[src/verilog/cp0_addr_pkg.sv]
`default_nettype none

package cp0_addr_pkg;

    // ------------------------------------------------------------------
    // Address and data widths
    // ------------------------------------------------------------------
    // Address is {register number, select}
    localparam int CP0_ADDR_W = 8;
    localparam int CP0_DATA_W = 32;

    // ------------------------------------------------------------------
    // Register addresses, {rd[4:0], sel[2:0]}
    // ------------------------------------------------------------------
    localparam logic [CP0_ADDR_W-1:0] ADDR_BADVADDR = 8'h40;
    localparam logic [CP0_ADDR_W-1:0] ADDR_COUNT    = 8'h48;
    localparam logic [CP0_ADDR_W-1:0] ADDR_COMPARE  = 8'h58;
    localparam logic [CP0_ADDR_W-1:0] ADDR_STATUS   = 8'h60;
    localparam logic [CP0_ADDR_W-1:0] ADDR_CAUSE    = 8'h68;
    localparam logic [CP0_ADDR_W-1:0] ADDR_EPC      = 8'h70;
    // PRId and EBase share register 15
    localparam logic [CP0_ADDR_W-1:0] ADDR_PRID     = 8'h78;
    localparam logic [CP0_ADDR_W-1:0] ADDR_EBASE    = 8'h79;
    localparam logic [CP0_ADDR_W-1:0] ADDR_CONFIG0  = 8'h80;

endpackage

`default_nettype wire

[src/verilog/cp0_exc_pkg.sv]
`default_nettype none

package cp0_exc_pkg;

    // ------------------------------------------------------------------
    // Exception codes, as carried on the exception strobe
    // ------------------------------------------------------------------
    localparam logic [4:0] EXC_INT  = 5'h00;
    localparam logic [4:0] EXC_MOD  = 5'h01;
    localparam logic [4:0] EXC_TLBL = 5'h02;
    localparam logic [4:0] EXC_TLBS = 5'h03;
    localparam logic [4:0] EXC_ADEL = 5'h04;
    localparam logic [4:0] EXC_ADES = 5'h05;
    localparam logic [4:0] EXC_CPU  = 5'h0b;
    // Return from exception, not an architectural ExcCode
    localparam logic [4:0] EXC_ERET = 5'h1f;

    // Kseg0 attribute treated as cached
    localparam logic [2:0] K0_CACHEABLE = 3'd3;

    // ------------------------------------------------------------------
    // Field positions
    // ------------------------------------------------------------------
    localparam int STATUS_BEV_BIT = 22;
    localparam int CAUSE_TI_BIT   = 30;

endpackage

`default_nettype wire

[src/verilog/cp0_timer.sv]
`timescale 1ns/100ps
`default_nettype none

module cp0_timer
    import cp0_addr_pkg::*;
#(
    parameter int COUNT_DIV_LOG2 = 1
) (
    input  wire                   clk,
    input  wire                   arst_n_i,
    input  wire                   we_i,
    input  wire  [CP0_ADDR_W-1:0] waddr_i,
    input  wire  [CP0_DATA_W-1:0] wdata_i,
    output logic [CP0_DATA_W-1:0] count_o,
    output logic [CP0_DATA_W-1:0] compare_o,
    output logic                  timer_irq_o
);

    // Prescaler needs at least one bit
    localparam int PRE_W = (COUNT_DIV_LOG2 > 0) ? COUNT_DIV_LOG2 : 1;

    logic [PRE_W-1:0]      prescale_q;
    logic [CP0_DATA_W-1:0] count_q;
    logic [CP0_DATA_W-1:0] compare_q;
    logic                  compare_armed_q;
    logic                  irq_q;
    logic                  count_tick;
    logic                  count_we;
    logic                  compare_we;

    // Own write decode
    assign count_we   = we_i && (waddr_i == ADDR_COUNT);
    assign compare_we = we_i && (waddr_i == ADDR_COMPARE);

    // One tick per 2^COUNT_DIV_LOG2 cycles
    assign count_tick = (COUNT_DIV_LOG2 == 0) || (&prescale_q);

    always_ff @(posedge clk or negedge arst_n_i) begin
        if (!arst_n_i) begin
            prescale_q <= '0;
            count_q    <= '0;
        end else begin
            prescale_q <= prescale_q + 1'b1;
            // Software load wins over the tick
            if (count_we) begin
                count_q <= wdata_i;
            end else if (count_tick) begin
                count_q <= count_q + 1'b1;
            end
        end
    end

    always_ff @(posedge clk) begin
        if (compare_we) begin
            compare_q <= wdata_i;
        end
    end

    // Sticky flag, Compare write acks it
    // No match until Compare is loaded once
    always_ff @(posedge clk or negedge arst_n_i) begin
        if (!arst_n_i) begin
            compare_armed_q <= 1'b0;
            irq_q           <= 1'b0;
        end else if (compare_we) begin
            compare_armed_q <= 1'b1;
            irq_q           <= 1'b0;
        end else if (compare_armed_q && (count_q == compare_q)) begin
            irq_q <= 1'b1;
        end
    end

    assign count_o     = count_q;
    assign compare_o   = compare_q;
    assign timer_irq_o = irq_q;

endmodule

`default_nettype wire

[src/verilog/cp0_regs.sv]
`timescale 1ns/100ps
`default_nettype none

module cp0_regs
    import cp0_addr_pkg::*;
    import cp0_exc_pkg::*;
(
    input  wire                   clk,
    input  wire                   arst_n_i,
    input  wire  [5:0]            int_i,
    input  wire                   timer_irq_i,
    // Write strobe
    input  wire                   we_i,
    input  wire  [CP0_ADDR_W-1:0] waddr_i,
    input  wire  [CP0_DATA_W-1:0] wdata_i,
    // Exception strobe
    input  wire                   exc_valid_i,
    input  wire  [4:0]            exc_code_i,
    input  wire  [CP0_DATA_W-1:0] exc_pc_i,
    input  wire  [CP0_DATA_W-1:0] exc_badaddr_i,
    input  wire                   exc_bd_i,
    input  wire                   exc_cpux_i,
    // Architectural words
    output logic [CP0_DATA_W-1:0] status_o,
    output logic [CP0_DATA_W-1:0] cause_o,
    output logic [CP0_DATA_W-1:0] epc_o,
    output logic [CP0_DATA_W-1:0] badvaddr_o,
    output logic [CP0_DATA_W-1:0] ebase_o,
    output logic [CP0_DATA_W-1:0] config0_o,
    output logic                  uncache_o
);

    logic                  status_we, cause_we, epc_we, ebase_we, config0_we;
    logic                  exc_normal, exc_eret, exc_take, exc_badv, exc_cpu;
    logic                  status_cu0_q, status_bev_q, status_um_q;
    logic                  status_exl_q, status_ie_q;
    logic [7:0]            status_im_q;
    logic                  cause_bd_q, cause_iv_q;
    logic [1:0]            cause_ce_q, cause_ip_sw_q;
    logic [5:0]            cause_ip_hw_q;
    logic [4:0]            cause_exc_q;
    logic [CP0_DATA_W-1:0] epc_q, badvaddr_q, cause_w;
    logic [17:0]           ebase_base_q;
    logic [2:0]            config_k0_q;

    // ------------------------------------------------------------------
    // Write decode and exception classification
    // ------------------------------------------------------------------
    assign status_we  = we_i && (waddr_i == ADDR_STATUS);
    assign cause_we   = we_i && (waddr_i == ADDR_CAUSE);
    assign epc_we     = we_i && (waddr_i == ADDR_EPC);
    assign ebase_we   = we_i && (waddr_i == ADDR_EBASE);
    assign config0_we = we_i && (waddr_i == ADDR_CONFIG0);

    assign exc_eret   = exc_valid_i && (exc_code_i == EXC_ERET);
    assign exc_normal = exc_valid_i && (exc_code_i != EXC_ERET);
    // Nested exceptions keep EPC, BD and ExcCode
    assign exc_take   = exc_normal && !status_exl_q;
    // TLB and address errors report the faulting address
    assign exc_badv   = exc_valid_i && (exc_code_i inside {EXC_MOD, EXC_TLBL, EXC_TLBS,
                                                           EXC_ADEL, EXC_ADES});
    assign exc_cpu    = exc_valid_i && (exc_code_i == EXC_CPU);

    // ------------------------------------------------------------------
    // Status
    // ------------------------------------------------------------------
    always_ff @(posedge clk or negedge arst_n_i) begin
        if (!arst_n_i) begin
            status_cu0_q <= 1'b0;
            status_bev_q <= 1'b1;
            status_im_q  <= '0;
            status_um_q  <= 1'b0;
            status_ie_q  <= 1'b0;
        end else if (status_we) begin
            status_cu0_q <= wdata_i[28];
            status_bev_q <= wdata_i[STATUS_BEV_BIT];
            status_im_q  <= wdata_i[15:8];
            status_um_q  <= wdata_i[4];
            status_ie_q  <= wdata_i[0];
        end
    end

    // Exception events override software
    always_ff @(posedge clk or negedge arst_n_i) begin
        if (!arst_n_i) begin
            status_exl_q <= 1'b0;
        end else if (exc_eret) begin
            status_exl_q <= 1'b0;
        end else if (exc_normal) begin
            status_exl_q <= 1'b1;
        end else if (status_we) begin
            status_exl_q <= wdata_i[1];
        end
    end

    // ------------------------------------------------------------------
    // Cause
    // ------------------------------------------------------------------
    always_ff @(posedge clk or negedge arst_n_i) begin
        if (!arst_n_i) begin
            cause_bd_q    <= 1'b0;
            cause_exc_q   <= '0;
            cause_ce_q    <= '0;
            cause_iv_q    <= 1'b0;
            cause_ip_sw_q <= '0;
            cause_ip_hw_q <= '0;
        end else begin
            // IP7 shares the timer line
            cause_ip_hw_q <= {int_i[5] | timer_irq_i, int_i[4:0]};
            if (exc_take) begin
                cause_bd_q  <= exc_bd_i;
                cause_exc_q <= exc_code_i;
            end
            if (exc_cpu) begin
                cause_ce_q <= {1'b0, exc_cpux_i};
            end
            if (cause_we) begin
                cause_iv_q    <= wdata_i[23];
                cause_ip_sw_q <= wdata_i[9:8];
            end
        end
    end

    always_comb begin
        cause_w               = '0;
        cause_w[31]           = cause_bd_q;
        cause_w[CAUSE_TI_BIT] = timer_irq_i;
        cause_w[29:28]        = cause_ce_q;
        cause_w[23]           = cause_iv_q;
        cause_w[15:10]        = cause_ip_hw_q;
        cause_w[9:8]          = cause_ip_sw_q;
        cause_w[6:2]          = cause_exc_q;
    end

    // ------------------------------------------------------------------
    // EPC, BadVAddr, EBase, Config0
    // ------------------------------------------------------------------
    // Delay slot faults restart at the branch
    always_ff @(posedge clk) begin
        if (exc_take) begin
            epc_q <= exc_bd_i ? (exc_pc_i - 32'd4) : exc_pc_i;
        end else if (epc_we) begin
            epc_q <= wdata_i;
        end
    end

    // Read only, loaded even when EXL is set
    always_ff @(posedge clk) begin
        if (exc_badv) begin
            badvaddr_q <= exc_badaddr_i;
        end
    end

    always_ff @(posedge clk or negedge arst_n_i) begin
        if (!arst_n_i) begin
            ebase_base_q <= '0;
            config_k0_q  <= K0_CACHEABLE;
        end else begin
            if (ebase_we) begin
                ebase_base_q <= wdata_i[29:12];
            end
            if (config0_we) begin
                config_k0_q <= wdata_i[2:0];
            end
        end
    end

    // Output words
    assign status_o   = {3'b000, status_cu0_q, 5'b0, status_bev_q, 6'b0,
                         status_im_q, 3'b0, status_um_q, 2'b0, status_exl_q, status_ie_q};
    assign cause_o    = cause_w;
    assign epc_o      = epc_q;
    assign badvaddr_o = badvaddr_q;
    // Bits 31:30 fixed at kseg0/kseg1, CPUNum 0
    assign ebase_o    = {2'b10, ebase_base_q, 12'b0};
    // No Config1, little endian, fixed mapping MMU
    assign config0_o  = {1'b0, 15'b0, 1'b0, 2'b00, 3'b000, 3'b011, 3'b000, 1'b0, config_k0_q};
    assign uncache_o  = (config_k0_q != K0_CACHEABLE);

endmodule

`default_nettype wire

[src/verilog/cp0_read_mux.sv]
`timescale 1ns/100ps
`default_nettype none

module cp0_read_mux
    import cp0_addr_pkg::*;
#(
    parameter logic [31:0] PRID_VALUE = 32'h0001_8000
) (
    input  wire  [CP0_ADDR_W-1:0] raddr_i,
    input  wire  [CP0_DATA_W-1:0] count_i,
    input  wire  [CP0_DATA_W-1:0] compare_i,
    input  wire  [CP0_DATA_W-1:0] status_i,
    input  wire  [CP0_DATA_W-1:0] cause_i,
    input  wire  [CP0_DATA_W-1:0] epc_i,
    input  wire  [CP0_DATA_W-1:0] badvaddr_i,
    input  wire  [CP0_DATA_W-1:0] ebase_i,
    input  wire  [CP0_DATA_W-1:0] config0_i,
    output logic [CP0_DATA_W-1:0] rdata_o
);

    // ------------------------------------------------------------------
    // Combinational read, same cycle as the address
    // ------------------------------------------------------------------
    always_comb begin
        case (raddr_i)
            ADDR_BADVADDR: rdata_o = badvaddr_i;
            ADDR_COUNT:    rdata_o = count_i;
            ADDR_COMPARE:  rdata_o = compare_i;
            ADDR_STATUS:   rdata_o = status_i;
            ADDR_CAUSE:    rdata_o = cause_i;
            ADDR_EPC:      rdata_o = epc_i;
            // Constant ID word
            ADDR_PRID:     rdata_o = PRID_VALUE;
            ADDR_EBASE:    rdata_o = ebase_i;
            ADDR_CONFIG0:  rdata_o = config0_i;
            // Unmapped registers
            default:       rdata_o = '0;
        endcase
    end

endmodule

`default_nettype wire

[src/verilog/cp0_top.sv]
`timescale 1ns/100ps
`default_nettype none

module cp0_top
    import cp0_addr_pkg::*;
#(
    parameter int          COUNT_DIV_LOG2 = 1,
    parameter logic [31:0] PRID_VALUE     = 32'h0001_8000
) (
    input  wire                   clk,
    input  wire                   arst_n_i,
    input  wire  [5:0]            int_i,
    input  wire                   we_i,
    input  wire  [CP0_ADDR_W-1:0] waddr_i,
    input  wire  [CP0_DATA_W-1:0] wdata_i,
    input  wire                   exc_valid_i,
    input  wire  [4:0]            exc_code_i,
    input  wire  [CP0_DATA_W-1:0] exc_pc_i,
    input  wire  [CP0_DATA_W-1:0] exc_badaddr_i,
    input  wire                   exc_bd_i,
    input  wire                   exc_cpux_i,
    input  wire  [CP0_ADDR_W-1:0] raddr_i,
    output logic [CP0_DATA_W-1:0] rdata_o,
    output logic [CP0_DATA_W-1:0] status_o,
    output logic [CP0_DATA_W-1:0] cause_o,
    output logic [CP0_DATA_W-1:0] epc_o,
    output logic [CP0_DATA_W-1:0] ebase_o,
    output logic                  uncache_o
);

    logic [CP0_DATA_W-1:0] count_w, compare_w, badvaddr_w, config0_w;
    logic                  timer_irq_w;

    // Timer, source of the interrupt event
    cp0_timer #(
        .COUNT_DIV_LOG2 (COUNT_DIV_LOG2)
    ) i_cp0_timer (
        .clk, .arst_n_i, .we_i, .waddr_i, .wdata_i,
        .count_o     (count_w),
        .compare_o   (compare_w),
        .timer_irq_o (timer_irq_w)
    );

    // Architectural state
    cp0_regs i_cp0_regs (
        .clk, .arst_n_i, .int_i, .we_i, .waddr_i, .wdata_i,
        .timer_irq_i (timer_irq_w),
        .exc_valid_i, .exc_code_i, .exc_pc_i, .exc_badaddr_i, .exc_bd_i, .exc_cpux_i,
        .status_o, .cause_o, .epc_o, .ebase_o, .uncache_o,
        .badvaddr_o  (badvaddr_w),
        .config0_o   (config0_w)
    );

    // Read port
    cp0_read_mux #(
        .PRID_VALUE (PRID_VALUE)
    ) i_cp0_read_mux (
        .raddr_i, .rdata_o,
        .count_i (count_w), .compare_i (compare_w),
        .status_i (status_o), .cause_i (cause_o), .epc_i (epc_o),
        .badvaddr_i (badvaddr_w), .ebase_i (ebase_o), .config0_i (config0_w)
    );

endmodule

`default_nettype wire

[config.mk]
export PLATFORM = sky130hd
export DESIGN_NAME = cp0_top
export DESIGN_NICKNAME = d
export VERILOG_FILES = /design/src/verilog/cp0_addr_pkg.sv /design/src/verilog/cp0_exc_pkg.sv /design/src/verilog/cp0_timer.sv /design/src/verilog/cp0_regs.sv /design/src/verilog/cp0_read_mux.sv /design/src/verilog/cp0_top.sv
export SDC_FILE = /design/constraint.sdc
export NUM_CORES = 1
export LEC_CHECK = 0
export BUFFER_PORTS_ARGS = -buffer_cell sky130_fd_sc_hd__buf_2
export CAP_MARGIN = 10
export CORE_MARGIN = 2
export CORE_UTILIZATION = 58
export CTS_CLUSTER_SIZE = 28
export DETAILED_ROUTE_END_ITERATION = 7
export PLACE_DENSITY = 0.83
export SKIP_LAST_GASP = 1
export SLEW_MARGIN = 10
export SYNTH_ARGS = -nofsm -noshare
export SYNTH_HDL_FRONTEND = slang
export SYNTH_HIERARCHICAL = 1
export SYNTH_SLANG_ARGS = --single-unit
[constraint.sdc]
create_clock -name clk -period 7.17 [get_ports clk]
set_input_delay 1.434 -clock clk [delete_from_list [all_inputs] [get_ports clk]]
set_output_delay 1.434 -clock clk [all_outputs]
set_load 0.01 [all_outputs]
Word-level counts from Yosys, hierarchy flattened
Cells that the tools add are included.
- output and inout port bits: 161
- flip-flop bits (word level): 181
- input port bits: 129
- muxes and demuxes: 11
- equal/unequal tests: 26
- bitwise logic cells: 1
- reduce and logical (&&, ||, !) cells: 19
- $add $sub $neg: 3
- operators by type and width (operator ; count):
    case mux 32 bit (9 select lines) ; 1
    two-way mux 32 bit ; 5
    == test 8 x 7 -> 1 bit, second input constant ; 14
    adder 32 x 1 -> 32 bit, second input constant ; 1
    == test 32 bit ; 1
    subtractor 32 x 3 -> 32 bit, second input constant ; 1
    == test 8 bit, second input constant ; 2
    logical AND 1 bit ; 13
    == test 5 x 2 -> 1 bit, second input constant ; 2
    == test 5 x 3 -> 1 bit, second input constant ; 2
    nonzero test 2 bit ; 3
    == test 5 x 1 -> 1 bit, second input constant ; 1
    == test 5 x 4 -> 1 bit, second input constant ; 1
    == test 5 bit, second input constant ; 1
    two-way mux 1 bit ; 5
    != test 5 bit, second input constant ; 1
    nonzero test 5 bit ; 1
    != test 3 x 2 -> 1 bit, second input constant ; 1
    nonzero test 3 bit ; 1
    adder 1 bit, second input constant ; 1
    zero test 1 bit ; 1
    OR 1 bit ; 1

Longest topological paths before layout
Gate-level depths: netlist (run 1).
- depth in word-level cells: 5
- mapped depth: 8

Modules after synthesis
The synthesis (run 1) kept the hierarchy.
- by module, submodules not included (module ; cells each ; sequential area each (µm²) ; times used ; area an instance (µm²)):
    cp0_regs ; 423 ; 3176.8 ; 1 ; 5475.3
    cp0_timer ; 290 ; 1836.8 ; 1 ; 3251.9
    cp0_read_mux ; 302 ; 0.0 ; 1 ; 2117.0

Worst setup path before layout (run 1)
Ideal clock, no wire load.
- path type: in2reg
- start point: input port exc_code_i[3]
- end point: register i_cp0_regs.badvaddr_q[0] (netlist: i_cp0_regs/badvaddr_o[0]) (enable)
- arrival time: 6.664 ns
- setup slack: -0.089 ns
- stages on the path: 2
- cells stage by stage: nand2b_1 > a2111oi_0
- cells in the longest elaborated chain, start to end: 3
- elaborated cells between the ends (all ways): 7
- classes of those cells: eq/ne: 5; reduce/logical: 2
- ends and longest elaborated chain (element ; RTL line ; RTL):
    from (decl) ; cp0_top.sv:17 ; input wire [4:0] exc_code_i,
    == test 5 x 1 -> 1 bit, or another cell as far along ; cp0_regs.sv:60 ; assign exc_badv = exc_valid_i && (exc_code_i inside {EXC_MOD, EXC_TLBL, EXC_TLBS,
    nonzero test 5 bit (*) ; cp0_regs.sv:60 ;
    logical AND 1 bit (*) ; cp0_regs.sv:60 ;
    net i_cp0_regs.exc_badv ; cp0_regs.sv:34 ; logic exc_normal, exc_eret, exc_take, exc_badv, exc_cpu;
    to (signal assigned) ; cp0_regs.sv:150 ; badvaddr_q <= exc_badaddr_i;
    to (decl) ; cp0_regs.sv:42 ; logic [CP0_DATA_W-1:0] epc_q, badvaddr_q, cause_w;
The timed path passes the listed nets; every way through them passes the cells marked *.
A chain may end at the register's enable or synchronous reset.

Worst setup path after layout (run 1)
- start point: input port raddr_i[5]
- end point: output port rdata_o[14]
- cells in the longest elaborated chain, start to end: 2
- elaborated cells between the ends (all ways): 10
- classes of those cells: eq/ne: 9; mux: 1
- ends and longest elaborated chain (element ; RTL line ; RTL):
    from (decl) ; cp0_top.sv:22 ; input wire [CP0_ADDR_W-1:0] raddr_i,
    == test 8 bit / == test 8 x 7 -> 1 bit (equally long branches) ; cp0_read_mux.sv:25 ; case (raddr_i)
    case mux 32 bit (9 select lines) (*) ; cp0_read_mux.sv:25 ;
    to (decl) ; cp0_top.sv:23 ; output logic [CP0_DATA_W-1:0] rdata_o,
Mark *: on every way between the ends. The rest lies on a longest branch, timed or not.

==> metrics.md, run 1 <==
| Metric | Value |
|---|---|
| Outcome | `finished clean` |
| Sum of net half-perimeters after detailed placement | `between 20000 and 30000 µm` |
| DR WL/cell | `26.0 µm` |
| Sink Count | `roughly 180` |
| Synthesized netlist cell count | `a little over 1000` |
| ANT nets after route | `0` |
| Most common cell in the netlist | `edfxtp_1` |
| Worst hold-check path type | `reg -> reg` |
| Fmax | `187 MHz` |
| Syn. warnings | `6` |
| Skew final | `a little over 0.006 ns` |
| Post-CTS Hold Buffers | `0` |
| Largest net degree at the start of global routing | `65` |
| Startpoint Class | `input port` |
| Post-synth EDFFs | `96` |
| Synth top area share | `0.266` |
| Worst vdd ir | `roughly 0.00016 V` |
| Gr usage total | `0.383` |
| FF/Latch Area | `between 0.005 and 0.006 mm²` |
| Layout cells sized above 1 | `0.288` |
| Setup Viol. Count Final | `0` |
| Cell area power density | `roughly 210 mW/mm²` |
| Max Cap Viol | `0` |
| Global placer's final weighted congestion | `~1` |
| Footprint of the multi-input gates | `around 0.0052 mm²` |
| Setup TNS | `0 ns` |
| Post-CTS sizing | `0` |
| Fillers | `between 1000 and 1500` |
| Avg Inst Size Synth | `about 11 µm²` |
| Area grow syn2layout | `14.5%` |
| Vias per cell | `~6.4` |
| Leak | `roughly 5.3 nW` |
| Height of the die | `about 140 µm` |
| Port Buffers | `about 240` |
| Fin. Hold Viols | `0` |
| Initial Util | `0.586` |
| Sequential power share | `0.482` |
| Period utilization | `0.748` |
| Dominant synthesized flop cell | `edfxtp_1` |
| DRT iter0 DRCs | `between 1000 and 1500` |
| Ys async rst share | `0.470` |
| NetSw | `approximately 0.00075 W` |
| Grt ovf | `0` |
| Final net count | `between 1000 and 1500` |
| Gate power share | `0.162` |
| Mapped cell area | `approximately 0.011 mm²` |
| Net Sw Frac | `0.285` |
| First-pass DRT Iterations | `6` |
| Setup WS post-layout | `between 1.5 and 2 ns` |
| Buffer levels on the longest clock path | `2` |
| Clk Tree Root Cell | `clkbuf_16` |
| Max Transition Viols Final | `0` |
| Core Util, Final | `0.671` |
| Setup crit end kind | `output pin` |
| Chip width | `around 140 µm` |
| Worst-path clk slew | `~0.060 ns` |
| Antenna violations before repair | `5` |
| Sequential element share of the synthesized area | `0.462` |
| Row count | `50` |
| Cell internal pwr | `roughly 0.0019 W` |
| Rel. slew slack | `0.348` |
| Placeable Area | `0.0185 mm²` |
| Yosys top cell by area | `edfxtp_1` |
| TritonCTS clock tree | `built` |
| Clk network pwr share | `0.356` |
| Type of the worst setup path | `in -> out` |
| CTS buffer count | `17` |
| Postcts setup bufs | `0` |
| Final Critical Period | `about 5.4 ns` |
| Synth top cells by count | `96 x edfxtp_1, 92 x nand2_1, 86 x buf_4` |
| Via count | `approximately 9400` |
| Worst-Skew Late Latency | `0.43 ns` |
| Vias in the first global route | `about 9000` |
| Slew @ Worst Pin | `~0.98 ns` |
| DRC | `0` |
| IO Pins | `290` |
| Unrepaired setup endpoints after global routing | `no` |
| Yosys cell types | `between 60 and 70` |
| Arr. time, crit path | `slightly below 4 ns` |
| Worst EP required | `5.74 ns` |
| Top post-synthesis cells by area | `edfxtp_1 27%, dfrtp_1 19%, buf_4 6.0%` |
| DP Worst Slack | `between 1.5 and 2 ns` |
| Die area | `just under 0.02 mm²` |
| Final wirelength | `~38000 µm` |
| Global-route wire length before repair | `~56000 µm` |
| Crit path max fanout | `38` |
| H-tree depth | `4` |
| Yosys reg bits | `181` |
## layout make-up
type | count | area share
multi-input cells | 756 | 0.417
flip-flops and latches | 181 | 0.404
repair buffers | 254 | 0.105
clock buffers | 26 | 0.0448
well taps | 234 | 0.0236
clock inverters | 6 | 0.00262
inverters | 8 | 0.00242
diodes | 5 | 0.00101
## cells by family after synthesis
group / share of synthesized area
other: 0.000693
xor gates and xnor gates: 0.0743
buffers and inverters: 0.0898
DFF: 0.462
AOI/OAI and AO/OA: 0.136
and+or+nand+nor: 0.145
adders and majority gates: 0.00231
muxes: 0.0902
## per-stage QoR
stage                     instances  power, W  hold slack [ns]  cell area [µm²]
after CTS                      1465   0.00260            0.482            12400
after floorplan                1090   0.00152            0.430            11100
after detailed placement       1433   0.00168            0.448            11800
after global placement         1433   0.00167            0.444            11800
after global routing           1470   0.00270            0.505            12400
final                          1470   0.00262            0.489            12400
## sequential cells by signal, indices dropped and copies added (netlist names)
register,flops
i_cp0_regs/badvaddr_o,32
i_cp0_regs/epc_o,32
i_cp0_timer/compare_o,32
i_cp0_timer/count_o,32
i_cp0_regs/ebase_base_q,18
i_cp0_regs/status_im_q,8
i_cp0_regs/cause_ip_hw_q,6
i_cp0_regs/cause_exc_q,5
i_cp0_regs/config_k0_q,3
i_cp0_regs/cause_ip_sw_q,2
i_cp0_regs/cause_bd_q,1
i_cp0_regs/cause_ce_q,1
i_cp0_regs/cause_iv_q,1
i_cp0_regs/status_bev_q,1
i_cp0_regs/status_cu0_q,1
i_cp0_regs/status_exl_q,1
i_cp0_regs/status_ie_q,1
i_cp0_regs/status_um_q,1
i_cp0_timer/compare_armed_q,1
i_cp0_timer/count_tick,1
i_cp0_timer/timer_irq_o,1
## worst paths after layout
check                           slack [ns]                                       to  depth (start not counted)                               startpoint
worst max-delay path                  1.81                              rdata_o[14]                          6                               raddr_i[5]
worst min-delay path                  0.49  i_cp0_timer/compare_armed_q$_DFFE_PN0P_                          1  i_cp0_timer/compare_armed_q$_DFFE_PN0P_
worst max register to register        4.84      i_cp0_timer/count_o[31]$_DFFE_PN0P_                          5         i_cp0_timer/count_tick$_DFF_PN0_
worst min register to register        0.49  i_cp0_timer/compare_armed_q$_DFFE_PN0P_                          1  i_cp0_timer/compare_armed_q$_DFFE_PN0P_
max in group asynchronous             5.10    i_cp0_regs/cause_exc_q[1]$_DFFE_PN0P_                          2                                 arst_n_i
min in group asynchronous             0.90    i_cp0_regs/status_im_q[0]$_DFFE_PN0P_                          1                                 arst_n_i
## critical path, stage by stage
cell and delay [ns]:
buf_2 0.56, and4b_1 0.77, and3_4 0.59, a22oi_1 0.16, o211ai_1 0.20, buf_2 0.19
## placed cells by master (no fill, tap or decap), types with 13 or more instances in the layout
cell type / synthesis / final
a22o_1: 23 / 23
a22oi_1: 52 / 52
and2_1: 13 / 13
buf_2: 19 / 240
buf_4: 86 / 14
clkbuf_16: 0 / 20
conb_1: 2 / 77
dfrtp_1: 82 / 82
edfxtp_1: 96 / 96
mux2_1: 17 / 17
mux2_2: 29 / 29
mux2i_1: 46 / 46
nand2_1: 92 / 92
nand3_1: 15 / 15
nand4_1: 21 / 21
nor2_1: 38 / 36
nor3_1: 23 / 23
o21ai_0: 50 / 50
o21ai_1: 23 / 23
xnor2_1: 63 / 63
xor2_1: 29 / 29
## power by group through the flow
stage | logic (W) | registers (W) | clock network [W]
4_1_cts | 0.000407 | 0.00126 | 0.000936
3_5_place_dp | 0.000401 | 0.00128 | 0
3_3_place_gp | 0.000392 | 0.00127 | 0
5_1_grt | 0.000452 | 0.00127 | 0.000979
6_report | 0.000424 | 0.00126 | 0.000931
2_1_floorplan | 0.000270 | 0.00125 | 0
## routing by layer
layer,up-vias,share of wire,GRT usage
met2,706,0.47,0.631
met3,117,0.10,0.0859
li1,4010,-,-
met5,-,0,0
met4,0,0.057,0.207
met1,4540,0.37,0.473
Note: power is estimated with default switching activity, not from simulation.
==> run 2: changes to the inputs <==
--- a/config.mk
+++ b/config.mk
@@ -8,10 +8,10 @@
 export BUFFER_PORTS_ARGS = -buffer_cell sky130_fd_sc_hd__buf_2
 export CAP_MARGIN = 10
 export CORE_MARGIN = 2
-export CORE_UTILIZATION = 58
+export CORE_UTILIZATION = 49
 export CTS_CLUSTER_SIZE = 28
 export DETAILED_ROUTE_END_ITERATION = 7
-export PLACE_DENSITY = 0.83
+export PLACE_DENSITY = 0.74
 export SKIP_LAST_GASP = 1
 export SLEW_MARGIN = 10
 export SYNTH_ARGS = -nofsm -noshare
==> constraint.sdc (replaced) <==
create_clock -name clk -period 4.9 [get_ports clk]
set_input_delay 0.98 -clock clk [delete_from_list [all_inputs] [get_ports clk]]
set_output_delay 0.98 -clock clk [all_outputs]
set_load 0.01 [all_outputs]
==> metrics.md, run 2 (synthesized netlist as in run 1, its figures left out) <==
| Metric | Value |
|---|---|
| Outcome | `finished clean` |
| Sequential power share | `0.486` |
| Height of the die | `153 µm` |
| Vias per cell | `6.08` |
| Crit path max fanout | `16` |
| Unrepaired setup endpoints after global routing | `no` |
| R2R Path Start | `i_cp0_timer/count_o[8]$_DFFE_PN0P_` |
| Vias in the first global route | `just under 9000` |
| Skew final | `between 0.01 and 0.015 ns` |
| Worst setup path start | `raddr_i[4]` |
| Worst-Skew Late Latency | `0.44 ns` |
| First-pass DRT Iterations | `7` |
| Sink Count | `~180` |
| DRT iter0 DRCs | `about 1200` |
| Setup Viol. Count Final | `0` |
| Most common cell on crit path | `buf_2` |
| Initial Util | `0.498` |
| Layout cells sized above 1 | `0.298` |
| Rel. slew slack | `0.231` |
| Arr. time, crit path | `3.19 ns` |
| Final net count | `~1400` |
| Final Critical Period | `~4.2 ns` |
| Worst vdd ir | `roughly 0.00023 V` |
| Postcts setup bufs | `0` |
| Largest net degree at the start of global routing | `58` |
| Most frequent cells in the layout | `240 x buf_2, 96 x edfxtp_1, 92 x nand2_1` |
| Post-CTS sizing | `0` |
| Row count | `54` |
| TritonCTS clock tree | `built` |
| CTS buffer count | `17` |
| Global placer's final weighted congestion | `0.969` |
| Antenna violations before repair | `4` |
| Cell Chain, Critical Path | `buf_2 -> nor2_1 -> nand2_1 -> o22ai_1 -> a221o_1 -> buf_2` |
| Type of the worst setup path | `in -> out` |
| Most common cell after layout, fill and taps aside | `buf_2` |
| IO Pins | `slightly below 300` |
| Leak | `about 5.4 nW` |
| Crit-path leading delay family | `simple AND/OR/NAND/NOR gates` |
| Gate power share | `0.164` |
| Grt ovf | `0` |
| Crit path buf inv count | `2` |
| Clk network pwr share | `0.350` |
| Period utilization | `0.852` |
| Post-CTS Hold Buffers | `0` |
| R2r endpoint | `i_cp0_timer/count_o[31]$_DFFE_PN0P_` |
| Via count | `approximately 9300` |
| Tot Pwr | `between 0.003 and 0.004 W` |
| NetSw | `~0.0011 W` |
| Buffer levels on the longest clock path | `2` |
| Critical path's slowest cell | `nor2_1` |
| Crit path capture | `rdata_o[25]` |
| Worst hold-check path type | `reg -> reg` |
| R2r setup slk | `2.51 ns` |
| Max Cap Viol | `0` |
| Area grow syn2layout | `15.9%` |
| Slew @ Worst Pin | `roughly 1.1 ns` |
| DR WL/cell | `25.7 µm` |
| WP depth | `6` |
| Sum of net half-perimeters after detailed placement | `30300 µm` |
| Max incr delay on CP | `roughly 0.91 ns` |
| R2R depth | `5` |
| DRC | `0` |
| Worst-path clk slew | `~0.070 ns` |
| Cell area power density | `~300 mW/mm²` |
| Cell internal pwr | `0.00266 W` |
| Final wirelength | `about 39000 µm` |
| Startpoint Class | `input port` |
| Fin. Hold Viols | `0` |
| Worst EP required | `3.92 ns` |
| Net Sw Frac | `0.297` |
| Setup TNS | `0 ns` |
| Chip width | `153 µm` |
| H-tree depth | `4` |
| Die area | `approximately 0.023 mm²` |
| Placeable Area | `between 0.02 and 0.025 mm²` |
| Max Transition Viols Final | `0` |
| Port Buffers | `241` |
| Setup crit end kind | `output pin` |
| Global-route wire length before repair | `approximately 57000 µm` |
| Fmax | `between 200 and 250 MHz` |
| Clk Tree Root Cell | `clkbuf_16` |
| Gr usage total | `0.331` |
| ANT nets after route | `0` |
## run 2: changes by cell type in the layout (fill, tap and decap cells not counted), sizes merged
| cell | before | now |
|---|---|---|
| buf | 254 | 270 |
| clkbuf | 26 | 17 |
| clkinv | 4 | 9 |
| clkinvlp | 0 | 2 |
| bufinv | 0 | 1 |
| diode | 5 | 4 |
| inv | 10 | 11 |
## run 2: area by class of cell
class                           count  area [µm²]
Timing Repair Buffer              270        1430
Tap cell                          280         350
Inverter                            8        30.0
Antenna cell                        4        10.0
Clock inverter                     15         133
Sequential cell                   181        5010
Fill cell                        1874        9180
Multi-Input combinational cell    756        5180
Clock buffer                       17         425
## run 2: worst min-delay path by stage
| stage | slack, ns | startpoint | cells after the start | end |
|---|---|---|---|---|
| after global routing | 0.49 | i_cp0_timer/compare_armed_q$_DFFE_PN0P_ | 1 | i_cp0_timer/compare_armed_q$_DFFE_PN0P_ |
| after global placement | 0.44 | i_cp0_timer/compare_armed_q$_DFFE_PN0P_ | 1 | i_cp0_timer/compare_armed_q$_DFFE_PN0P_ |
| after floorplan | 0.43 | i_cp0_timer/compare_armed_q$_DFFE_PN0P_ | 1 | i_cp0_timer/compare_armed_q$_DFFE_PN0P_ |
| final | 0.47 | i_cp0_timer/compare_armed_q$_DFFE_PN0P_ | 1 | i_cp0_timer/compare_armed_q$_DFFE_PN0P_ |
| after detailed placement | 0.45 | i_cp0_timer/compare_armed_q$_DFFE_PN0P_ | 1 | i_cp0_timer/compare_armed_q$_DFFE_PN0P_ |
| after CTS | 0.47 | i_cp0_timer/compare_armed_q$_DFFE_PN0P_ | 1 | i_cp0_timer/compare_armed_q$_DFFE_PN0P_ |
## run 2: per-layer routing
layer	global-route usage	vias up	routed length, µm
li1	-	4038	-
met1	0.414	4526	15100
met2	0.554	645	18800
met3	0.0839	91	3970
met4	0.123	2	1510
met5	0	-	17
## run 2: metrics by stage
stage	cells	utilization	worst slack (ns)	instance area, µm²	hold WS, ns
2_1_floorplan	1090	-	1.25	11100	0.430
3_3_place_gp	1495	0.552	1.01	12000	0.444
3_5_place_dp	1495	0.552	0.969	12000	0.450
4_1_cts	1527	0.577	0.897	12600	0.466
5_1_grt	1530	0.578	0.744	12600	0.488
6_report	1531	0.578	0.725	12600	0.467
## run 2: power groups by stage
stage                     Combinational [W]  Clock, W  Sequential [W]
after floorplan                    0.000395         0         0.00183
after global placement             0.000587         0         0.00186
after detailed placement           0.000599         0         0.00186
after CTS                          0.000603   0.00133         0.00183
after global routing               0.000664   0.00139         0.00185
final                              0.000622   0.00132         0.00184
## run 2: worst register-to-register path, delay by kind of cell (launching register included)
kind / cells / cell delay, ns
simple gates: 3 / 1.27
xor+xnor: 1 / 0.20
mux: 1 / 0.26
flops: 1 / 0.54
